===== src/include/i2c_master_params.svh =====
`ifndef I2C_MASTER_PARAMS_SVH
`define I2C_MASTER_PARAMS_SVH

// byte framing on the bus
`define I2C_BYTE_BITS   8       // scl rises per byte without the ack slot

// bit index handed to the shift datapath
`define I2C_BIT_IDX_W   4
`define I2C_BIT_MSB     7       // msb is shifted first

`endif


===== src/rtl/i2c_fsm_pkg.sv =====
`default_nettype none

package i2c_fsm_pkg;

    // -------------------------------------------------------------------
    // controller states
    // -------------------------------------------------------------------
    typedef enum logic [3:0] {
        IDLE           = 4'b0000,
        START          = 4'b0001,
        ADDRESS        = 4'b0010,   // address byte out
        READ_ACK       = 4'b0011,   // slave acks the address
        WRITE_DATA     = 4'b0100,
        READ_LATER_ACK = 4'b0101,   // slave acks a data byte
        READ_DATA      = 4'b0110,
        WRITE_ACK      = 4'b0111,   // master acks a data byte
        REPEAT_START   = 4'b1000,
        STOP           = 4'b1001
    } i2c_state_e;

endpackage

`default_nettype wire


===== src/rtl/i2c_bus_pkg.sv =====
`default_nettype none

`include "i2c_master_params.svh"

package i2c_bus_pkg;

    // direction carried by the r/w bit of the address byte
    typedef enum logic {
        I2C_WRITE = 1'b0,
        I2C_READ  = 1'b1
    } i2c_dir_e;

    // index of the bit the datapath shifts next
    typedef logic [`I2C_BIT_IDX_W-1:0] bit_idx_t;

endpackage

`default_nettype wire


===== src/rtl/i2c_bit_timer.sv =====
`default_nettype none

`include "i2c_master_params.svh"

module i2c_bit_timer
    import i2c_fsm_pkg::*;
    import i2c_bus_pkg::*;
(
    input  wire logic       i2c_core_clk_i,
    input  wire logic       reset_ni,
    input  wire logic       i2c_scl_i,      // scl as seen on the bus
    input  wire i2c_state_e state_i,
    output logic            scl_rise_o,
    output logic            scl_fall_o,
    output logic            byte_done_o,    // falling edge after the last rise of a byte
    output bit_idx_t        count_bit_o
);

    localparam logic [`I2C_BIT_IDX_W-1:0] BYTE_RISES = `I2C_BYTE_BITS;
    localparam bit_idx_t                  FIRST_BIT  = `I2C_BIT_MSB;

    logic                       scl_q;
    logic                       byte_phase;
    logic                       index_on_rise;
    logic                       idx_step;
    logic [`I2C_BIT_IDX_W-1:0]  rise_cnt_q;
    bit_idx_t                   bit_idx_q;

    // -------------------------------------------------------------------
    // scl edge detect
    // -------------------------------------------------------------------
    always_ff @(posedge i2c_core_clk_i or negedge reset_ni) begin
        if (!reset_ni) begin
            scl_q <= 1'b1;  // bus idles high
        end else begin
            scl_q <= i2c_scl_i;
        end
    end

    assign scl_rise_o = i2c_scl_i & ~scl_q;
    assign scl_fall_o = ~i2c_scl_i & scl_q;

    assign byte_phase    = (state_i == ADDRESS) || (state_i == WRITE_DATA)
                         || (state_i == READ_DATA);
    assign index_on_rise = (state_i == ADDRESS) || (state_i == WRITE_DATA);

    // -------------------------------------------------------------------
    // rise counter and bit index
    // -------------------------------------------------------------------
    always_ff @(posedge i2c_core_clk_i or negedge reset_ni) begin
        if (!reset_ni) begin
            rise_cnt_q <= '0;
        end else if (!byte_phase) begin
            rise_cnt_q <= '0;
        end else if (scl_rise_o) begin
            rise_cnt_q <= rise_cnt_q + 1'b1;
        end
    end

    assign byte_done_o = byte_phase & scl_fall_o & (rise_cnt_q == BYTE_RISES);

    // transmit shifts on rises while receive samples up to the fall
    assign idx_step = index_on_rise ? scl_rise_o : scl_fall_o;

    always_ff @(posedge i2c_core_clk_i or negedge reset_ni) begin
        if (!reset_ni) begin
            bit_idx_q <= FIRST_BIT;
        end else if (!byte_phase) begin
            bit_idx_q <= FIRST_BIT;
        end else if (idx_step && (bit_idx_q != '0)) begin
            bit_idx_q <= bit_idx_q - 1'b1;  // holds at 0
        end
    end

    assign count_bit_o = bit_idx_q;

endmodule

`default_nettype wire


===== src/rtl/i2c_ack_monitor.sv =====
`default_nettype none

module i2c_ack_monitor
    import i2c_fsm_pkg::*;
    import i2c_bus_pkg::*;
(
    input  wire logic       i2c_core_clk_i,
    input  wire logic       reset_ni,
    input  wire i2c_state_e state_i,
    input  wire logic       scl_rise_i,
    input  wire logic       i2c_sda_i,
    input  wire logic       full_i,         // rx fifo full
    input  wire logic       empty_i,        // tx fifo empty
    input  wire i2c_dir_e   rw_i,
    output logic            read_go_o,
    output logic            write_go_o
);

    logic ack_slot;
    logic acked;

    assign ack_slot = (state_i == READ_ACK) || (state_i == READ_LATER_ACK);

    // slave holds sda low through the high phase of the ack clock
    assign acked = scl_rise_i & ~i2c_sda_i;

    // -------------------------------------------------------------------
    // go flags held until the ack slot is left
    // -------------------------------------------------------------------
    always_ff @(posedge i2c_core_clk_i or negedge reset_ni) begin
        if (!reset_ni) begin
            read_go_o  <= 1'b0;
            write_go_o <= 1'b0;
        end else if (!ack_slot) begin
            read_go_o  <= 1'b0;
            write_go_o <= 1'b0;
        end else if (acked && (rw_i == I2C_READ) && !full_i) begin
            read_go_o  <= 1'b1;  // room left in rx fifo
            write_go_o <= 1'b0;
        end else if (acked && (rw_i == I2C_WRITE) && !empty_i) begin
            read_go_o  <= 1'b0;
            write_go_o <= 1'b1;  // tx fifo has a byte
        end
    end

endmodule

`default_nettype wire


===== src/rtl/i2c_sequencer.sv =====
`default_nettype none

module i2c_sequencer
    import i2c_fsm_pkg::*;
(
    input  wire logic   i2c_core_clk_i,
    input  wire logic   reset_ni,
    input  wire logic   enable_i,
    input  wire logic   repeat_start_i,
    input  wire logic   full_i,
    input  wire logic   empty_i,
    input  wire logic   i2c_sda_i,
    input  wire logic   i2c_scl_i,
    input  wire logic   scl_rise_i,
    input  wire logic   scl_fall_i,
    input  wire logic   byte_done_i,
    input  wire logic   read_go_i,
    input  wire logic   write_go_i,
    output i2c_state_e  state_o,
    output logic        w_fifo_en_o,        // push received byte to rx fifo
    output logic        r_fifo_en_o,        // pop next byte from tx fifo
    output logic        sda_low_en_o,
    output logic        clk_en_o,
    output logic        write_data_en_o,
    output logic        write_addr_en_o,
    output logic        receive_data_en_o,
    output logic        i2c_sda_en_o,
    output logic        i2c_scl_en_o,
    output logic        start_done_o
);

    i2c_state_e state_q;
    i2c_state_e state_d;

    always_ff @(posedge i2c_core_clk_i or negedge reset_ni) begin
        if (!reset_ni) begin
            state_q <= IDLE;
        end else begin
            state_q <= state_d;
        end
    end

    assign state_o = state_q;

    // -------------------------------------------------------------------
    // next state
    // -------------------------------------------------------------------
    always_comb begin
        state_d = state_q;
        case (state_q)
            IDLE: begin
                if (enable_i) state_d = START;
            end
            START: begin
                if (!i2c_scl_i) state_d = ADDRESS;  // start condition done once scl low
            end
            ADDRESS: begin
                if (byte_done_i) state_d = READ_ACK;
            end
            READ_ACK: begin
                if (scl_fall_i) begin
                    if (read_go_i) begin
                        state_d = READ_DATA;
                    end else if (write_go_i) begin
                        state_d = WRITE_DATA;
                    end else begin
                        state_d = STOP;     // nack or fifo not ready
                    end
                end
            end
            WRITE_DATA: begin
                if (byte_done_i) state_d = READ_LATER_ACK;
            end
            READ_LATER_ACK: begin
                if (scl_fall_i) begin
                    if (empty_i || (!write_go_i && !repeat_start_i)) begin
                        state_d = STOP;
                    end else if (!write_go_i) begin
                        state_d = REPEAT_START;
                    end else begin
                        state_d = WRITE_DATA;
                    end
                end
            end
            READ_DATA: begin
                if (byte_done_i) state_d = WRITE_ACK;
            end
            WRITE_ACK: begin
                if (scl_fall_i) begin
                    if (repeat_start_i) begin
                        state_d = REPEAT_START;
                    end else if (!full_i) begin
                        state_d = READ_DATA;
                    end else begin
                        state_d = STOP;
                    end
                end
            end
            REPEAT_START: begin
                if (scl_rise_i) state_d = START;
            end
            STOP: begin
                if (scl_rise_i) state_d = IDLE;
            end
            default: state_d = IDLE;
        endcase
    end

    // -------------------------------------------------------------------
    // line and datapath enables
    // -------------------------------------------------------------------
    always_comb begin
        clk_en_o          = 1'b1;
        sda_low_en_o      = 1'b0;
        write_data_en_o   = 1'b0;
        write_addr_en_o   = 1'b0;
        receive_data_en_o = 1'b0;
        i2c_sda_en_o      = 1'b0;
        i2c_scl_en_o      = 1'b1;
        start_done_o      = 1'b1;
        case (state_q)
            IDLE: begin
                clk_en_o     = 1'b0;
                i2c_scl_en_o = 1'b0;
                start_done_o = 1'b0;
            end
            START: begin
                sda_low_en_o = 1'b1;
                i2c_sda_en_o = 1'b1;
            end
            ADDRESS: begin
                write_addr_en_o = ~i2c_scl_i;   // sda changes only while scl low
                i2c_sda_en_o    = 1'b1;
            end
            WRITE_DATA: begin
                write_data_en_o = ~i2c_scl_i;
                i2c_sda_en_o    = 1'b1;
            end
            READ_LATER_ACK: begin
                sda_low_en_o = 1'b1;
            end
            READ_DATA: begin
                receive_data_en_o = i2c_scl_i;  // data stable while scl high
            end
            WRITE_ACK: begin
                sda_low_en_o = 1'b1;
                i2c_sda_en_o = ~full_i;         // release sda as nack when rx fifo full
            end
            STOP: begin
                sda_low_en_o = i2c_sda_i;
                i2c_sda_en_o = 1'b1;
            end
            default: begin
                // READ_ACK and REPEAT_START leave sda released
            end
        endcase
    end

    // -------------------------------------------------------------------
    // fifo strobes
    // -------------------------------------------------------------------
    always_ff @(posedge i2c_core_clk_i or negedge reset_ni) begin
        if (!reset_ni) begin
            r_fifo_en_o <= 1'b0;
            w_fifo_en_o <= 1'b0;
        end else begin
            // first byte after the address ack is already at the fifo head
            r_fifo_en_o <= (state_q == READ_LATER_ACK) && scl_rise_i;
            w_fifo_en_o <= (state_q == READ_DATA) && (state_d == WRITE_ACK);
        end
    end

endmodule

`default_nettype wire


===== src/rtl/i2c_master_fsm.sv =====
`default_nettype none

module i2c_master_fsm
    import i2c_fsm_pkg::*;
    import i2c_bus_pkg::*;
(
    input  wire logic       enable_i,           // start a transaction
    input  wire logic       reset_ni,
    input  wire logic       repeat_start_i,
    input  wire i2c_dir_e   rw_i,
    input  wire logic       full_i,             // rx fifo full
    input  wire logic       empty_i,            // tx fifo empty
    input  wire logic       i2c_core_clk_i,
    input  wire logic       i2c_sda_i,
    input  wire logic       i2c_scl_i,
    output logic            w_fifo_en_o,
    output logic            r_fifo_en_o,
    output logic            sda_low_en_o,
    output logic            clk_en_o,           // runs the scl generator
    output logic            write_data_en_o,
    output logic            write_addr_en_o,
    output logic            receive_data_en_o,
    output bit_idx_t        count_bit_o,
    output logic            i2c_sda_en_o,
    output logic            i2c_scl_en_o,
    output logic            start_done_o
);

    i2c_state_e state;
    logic       scl_rise;
    logic       scl_fall;
    logic       byte_done;
    logic       read_go;
    logic       write_go;

    // -------------------------------------------------------------------
    // bus sampling
    // -------------------------------------------------------------------
    i2c_bit_timer u_bit_timer (
        .i2c_core_clk_i (i2c_core_clk_i),
        .reset_ni       (reset_ni),
        .i2c_scl_i      (i2c_scl_i),
        .state_i        (state),
        .scl_rise_o     (scl_rise),
        .scl_fall_o     (scl_fall),
        .byte_done_o    (byte_done),
        .count_bit_o    (count_bit_o)
    );

    i2c_ack_monitor u_ack_monitor (
        .i2c_core_clk_i (i2c_core_clk_i),
        .reset_ni       (reset_ni),
        .state_i        (state),
        .scl_rise_i     (scl_rise),     // edge shared so only one scl register exists
        .i2c_sda_i      (i2c_sda_i),
        .full_i         (full_i),
        .empty_i        (empty_i),
        .rw_i           (rw_i),
        .read_go_o      (read_go),
        .write_go_o     (write_go)
    );

    // -------------------------------------------------------------------
    // control
    // -------------------------------------------------------------------
    i2c_sequencer u_sequencer (
        .i2c_core_clk_i    (i2c_core_clk_i),
        .reset_ni          (reset_ni),
        .enable_i          (enable_i),
        .repeat_start_i    (repeat_start_i),
        .full_i            (full_i),
        .empty_i           (empty_i),
        .i2c_sda_i         (i2c_sda_i),
        .i2c_scl_i         (i2c_scl_i),
        .scl_rise_i        (scl_rise),
        .scl_fall_i        (scl_fall),
        .byte_done_i       (byte_done),
        .read_go_i         (read_go),
        .write_go_i        (write_go),
        .state_o           (state),
        .w_fifo_en_o       (w_fifo_en_o),
        .r_fifo_en_o       (r_fifo_en_o),
        .sda_low_en_o      (sda_low_en_o),
        .clk_en_o          (clk_en_o),
        .write_data_en_o   (write_data_en_o),
        .write_addr_en_o   (write_addr_en_o),
        .receive_data_en_o (receive_data_en_o),
        .i2c_sda_en_o      (i2c_sda_en_o),
        .i2c_scl_en_o      (i2c_scl_en_o),
        .start_done_o      (start_done_o)
    );

endmodule

`default_nettype wire


===== config.mk =====
export PLATFORM = sky130hd
export DESIGN_NAME = i2c_master_fsm
export DESIGN_NICKNAME = d
export VERILOG_FILES = /design/src/rtl/i2c_fsm_pkg.sv /design/src/rtl/i2c_bus_pkg.sv /design/src/rtl/i2c_bit_timer.sv /design/src/rtl/i2c_ack_monitor.sv /design/src/rtl/i2c_sequencer.sv /design/src/rtl/i2c_master_fsm.sv
export VERILOG_INCLUDE_DIRS = /design/src /design/src/include
export SDC_FILE = /design/constraint.sdc
export NUM_CORES = 1
export LEC_CHECK = 0
export BUFFER_PORTS_ARGS = -buffer_cell sky130_fd_sc_hd__buf_4
export CORE_MARGIN = 3
export CORE_UTILIZATION = 40
export DETAILED_ROUTE_END_ITERATION = 7
export REMOVE_ABC_BUFFERS = 1
export SYNTH_ARGS = -nofsm -noshare
export SYNTH_HDL_FRONTEND = slang
export SYNTH_HIERARCHICAL = 1
export SYNTH_SLANG_ARGS = --single-unit

===== constraint.sdc =====
create_clock -name i2c_core_clk_i -period 2.01 [get_ports i2c_core_clk_i]
set_input_delay 0.402 -clock i2c_core_clk_i [delete_from_list [all_inputs] [get_ports i2c_core_clk_i]]
set_output_delay 0.402 -clock i2c_core_clk_i [all_outputs]
set_load 0.005 [all_outputs]

# Word level (Yosys, flattened, before mapping)
# Cells that the tools add are included.
# word_totals
output_inout_bits,14
register_bits,17
in_bits,9
elab_cells,88
# classes
eq_ne,14
n_addsub,2
reduce_logical,20
bitwise_logic,10
n_mux,34
# ops
op,n
4-bit 2-to-1 mux,20
4-bit case mux with 10 select lines,1
4-bit by 3-bit == test with 1-bit output (second input constant),5
4-bit == test (second input constant),3
1-bit 2-to-1 mux,11
4-bit by 2-bit == test with 1-bit output (second input constant),2
1-bit logical AND,8
1-bit AND,5
1-bit NOT,5
4-bit by 1-bit adder with 4-bit output (second input constant),1
4-bit by 1-bit == test with 1-bit output (second input constant),1
1-bit zero test,4
4-bit zero test,1
1-bit logical OR,4
1-bit case mux with 2 select lines,2
4-bit nonzero test,1
4-bit OR reduction,1
4-bit by 1-bit subtractor with 4-bit output (second input constant),1
3-bit != test (second input constant),1
3-bit OR reduction,1
2-bit by 1-bit != test with 1-bit output (second input constant),1
2-bit != test (second input constant),1

# Depth between registers and ports, before layout
# logic_depth
word_depth,9
mapped_depth,8
ltp_nobuf,8

# Modules after synthesis
# The synthesis kept the hierarchy.
# by_module_without_submodules
module,seq_area_each_um2,cells_each,n_inst,area_per_inst_um2
i2c_sequencer,150.1,70,1,585.6
i2c_bit_timer,230.2,66,1,583.1
i2c_ack_monitor,50.0,13,1,125.1

# Worst setup path after synthesis
# No wires, ideal clock.
# synth_path
path_kind,reg2out
from,register u_sequencer.state_q[1] (netlist: u_sequencer/state_o[1])
to,output i2c_scl_en_o
n_path_buf,2
slack_ps,206
stages_incl_launch_ff,5
arrival_ps,1402
t_required_ps,1608
path_cell_list,dfrtp_1 -> buf_6 -> or2_2 -> or3_1 -> buf_4
# synth_between
elab_chain_cells,2
# synth_rtl
element,line_no,rtl
start: declaration,i2c_sequencer.sv:32,i2c_state_e state_q;
start signal: assignment,i2c_sequencer.sv:39,state_q <= state_d;
4-bit zero test,n/a,
1-bit 2-to-1 mux,n/a,
end: declaration,i2c_master_fsm.sv:25,"output logic i2c_scl_en_o,"
# No other way between the ends.

# Worst setup path in the final report
# layout_path
from,register u_sequencer.state_q[3] (netlist: u_sequencer/state_o[3])
to,output write_addr_en_o
# layout_between
elab_chain_cells,2
# layout_rtl
element,line_no,rtl
4-bit by 2-bit == test with 1-bit output,i2c_sequencer.sv:121,case (state_q)
1-bit 2-to-1 mux,i2c_sequencer.sv:121,
end: declaration,i2c_master_fsm.sv:21,"output logic write_addr_en_o,"
# No other way between the ends.

==> flow_metrics.tcl <==
set metrics [dict create \
    synth-seq-cells 17 \
    place.gp.congestion 0.8800 \
    dieArea_um2 3953 \
    place_hpwl_um 2177 \
    worst_slack_ns 0.09869 \
    overflow 0 \
    cpPeakStageDelay_ns 0.49 \
    hold_violations 0 \
    ir_worst_vdd_v 0.0007343 \
    cts_sinks 17 \
    grt_max_degree 20 \
    io_buffer_count 22 \
    finalCriticalPeriod_ns 1.911 \
    end_kind "primary output" \
    cp_common_cell "buf_4" \
    tightestPinTransition_ns 0.3452 \
    core_area_um2 3078 \
    hold_class "in2reg" \
    synth.largest_area_cell "dfrtp_1" \
    finClkSkew_ns 0.002149 \
    status "finished clean" \
    cp_cell_sequence "buf_4 -> nor2_1 -> nor4b_2 -> buf_4" \
    finalNetCount 187 \
    drc 0 \
    power.total_mw 1.506 \
    cp-start-kind "flop" \
    whs_ns 0.2619 \
    antennaDiodeCount 0 \
    multiInputGateArea_um2 758.2 \
    slew_headroom_pct 76.75 \
    r2r_setup_slack_ns 0.39 \
    grtUsageTotal_pct 16.06 \
    cts.path.max_buffers 2 \
    synth_top_area_share_pct 25.15 \
    cts_tree "yes" \
    fin_util_pct 50.33 \
    final_max_slew_viol_count 0 \
    yosysWarningCount 6 \
    start_util_pct 42.03 \
    rows 20 \
    drt_wl_total_um 3077 \
    synthDistinctLibCells 48 \
    grt_antenna_before_repair 0 \
    nFillCells 312 \
    max_cap_violations 0 \
    syn-cell-area_um2 1294 \
    placed_area_um2 1460 \
    leakage_nw 0.6797 \
    avgViaCountPerCell 5.399 \
    criticalPathCategory "reg2out" \
    post-place-ws_ns 0.2714 \
    power_density_nw_per_um2 972.0 \
    die_w_um 62.87 \
    crit_arrival_ns 1.51 \
    syn_avg_cell_area_um2 8.683 \
    wire_per_inst_um 14.11 \
    cts_root_buf "clkbuf_4" \
    ff_latch_area_um2 432.9 \
    layout_commonest_cell "buf_4" \
    critPathRequiredTime_ns 1.61 \
    vias 1177 \
    drive_gt1_share_pct 29.31 \
    grt_pass1_wl_um 5181 \
    cts_buffers 3 \
    path_max_fanout 8 \
    final_cell_mix "29 x buf_4, 20 x nor2_1, 11 x a21oi_1, 11 x dfrtp_1" \
    drtIter0Drc 72 \
    insertion_delay_ns 0.29 \
    period_share_pct 95.09 \
    fin_area_um2 1549 \
    dr.pass1.iters 4 \
    grt_pass1_vias 1149 \
    path_clk_slew_ns 0.10 \
    io-pin-count 23 \
    synth_seq_area_share_pct 33.27 \
    h-tree-depth 1 \
    max_freq_mhz 523.2 \
    die_h_um 62.87 \
    slowest_stage "dfrtp_1" \
    setup_viol 0 \
    ys_top_cells_by_area "dfrtp_1 25%, dfstp_2 8.1%, nor2_1 5.8%" \
    syn_inst 149 \
    ant_nets 0 \
    synthToLayoutAreaGrowth_pct 19.73 \
]
## Yosys cell counts, drive strengths merged
| library cell | n |
|---|---|
| o32ai | 1 |
| or3 | 3 |
| a21boi | 1 |
| or2 | 2 |
| nand4 | 3 |
| nand4b | 1 |
| and2b | 2 |
| dfrtp | 13 |
| o221ai | 1 |
| xnor2 | 2 |
| nor3 | 4 |
| o21a | 1 |
| nand2 | 3 |
| o31ai | 1 |
| and3 | 3 |
| or4b | 1 |
| o311ai | 1 |
| a31oi | 4 |
| dfstp | 4 |
| xor2 | 5 |
| a21oi | 11 |
| and4 | 1 |
| a22oi | 1 |
| o21ai | 12 |
| nand3b | 2 |
| or3b | 1 |
| nor2b | 1 |
| buf | 6 |
| nor2 | 20 |
| nand3 | 4 |
| clkbuf | 4 |
| inv | 10 |
| o211ai | 1 |
| a211oi | 2 |
| nor3b | 1 |
| nor4b | 2 |
| nand2b | 5 |
| a211o | 1 |
| a21o | 1 |
| ha | 3 |
| mux2i | 3 |
| o32a | 1 |
## what timing repair did
| item | in CTS | in global routing |
|---|---|---|
| gates resized for setup | 3 | 7 |
| hold endpoints to repair | 13 | 0 |
| cloned | 0 | 0 |
| setup endpoints to repair | 5 | 6 |
| setup buffers | 2 | 0 |
| hold buffers | 1 | 0 |
## routing by layer
metal,vias up,part of all wire [%],GRT usage (%)
met4,0,1.6,5.510
met5,-,0,0
met3,6,4.7,3.237
met1,545,45,20.20
met2,46,49,27.14
li1,580,-,-
## final timing paths
path | from | to | cells after the start
max | u_sequencer/state_o[3]$_DFF_PN0_ | write_addr_en_o | 4
min | i2c_scl_i | u_bit_timer/scl_q$_DFF_PN1_ | 1
min in group asynchronous | reset_ni | u_ack_monitor/read_go_o$_DFFE_PN0P_ | 2
max in group asynchronous | reset_ni | u_bit_timer/count_bit_o[2]$_DFFE_PN1P_ | 2
min reg2reg | u_bit_timer/count_bit_o[0]$_DFFE_PN1P_ | u_bit_timer/count_bit_o[0]$_DFFE_PN1P_ | 2
max reg2reg | u_bit_timer/scl_q$_DFF_PN1_ | u_sequencer/state_o[0]$_DFF_PN0_ | 4
## logic make-up (layout without fill, tap and decap cells)
logic type	after synthesis	count (layout)	share of synthesized area, %
and+or+nand+nor	59	59	26.40
AOI/OAI and AO/OA	40	40	19.83
buffers and inverters	20	45	10.54
DFF	17	17	33.27
xor gates and xnor gates	7	7	4.739
adders and majority gates	3	3	2.902
muxes	3	3	2.321
## power breakdown
part	internal, mW	switching (mW)
sequential	0.404	0.0923
clock	0.0772	0.110
combinational	0.388	0.434
total	0.869	0.636
## area by class of cell
cell class                      instances  share of cell area, %
Multi-Input combinational cell        112                  48.95
Sequential cell                        17                  27.95
Timing Repair Buffer                   31                  15.43
Tap cell                               44                  3.554
Inverter                               10                  2.423
Clock buffer                            4                  1.696
## worst max-delay path: cells and delay by family (launching register included)
| family | cells | cell delay, ns |
|---|---|---|
| buf+inv | 2 | 0.37 |
| flops | 1 | 0.49 |
| simple gates | 2 | 0.36 |
## sequential cells by signal (all words and copies together) (netlist names)
signal and count:
u_bit_timer/count_bit_o 4, u_sequencer/r_fifo_en_o 1, u_sequencer/state_o 4, u_sequencer/w_fifo_en_o 1, u_ack_monitor/read_go_o 1, u_bit_timer/scl_q 1, u_ack_monitor/write_go_o 1, u_bit_timer/rise_cnt_q 4
## metrics by stage
stage	std cells	TNS, ns
2_1_floorplan	139	0
3_3_place_gp	211	0
3_5_place_dp	211	0
4_1_cts	218	0
5_1_grt	218	-0.01656
6_report	218	0
No activity file was read; power rests on OpenSTA's default activity.
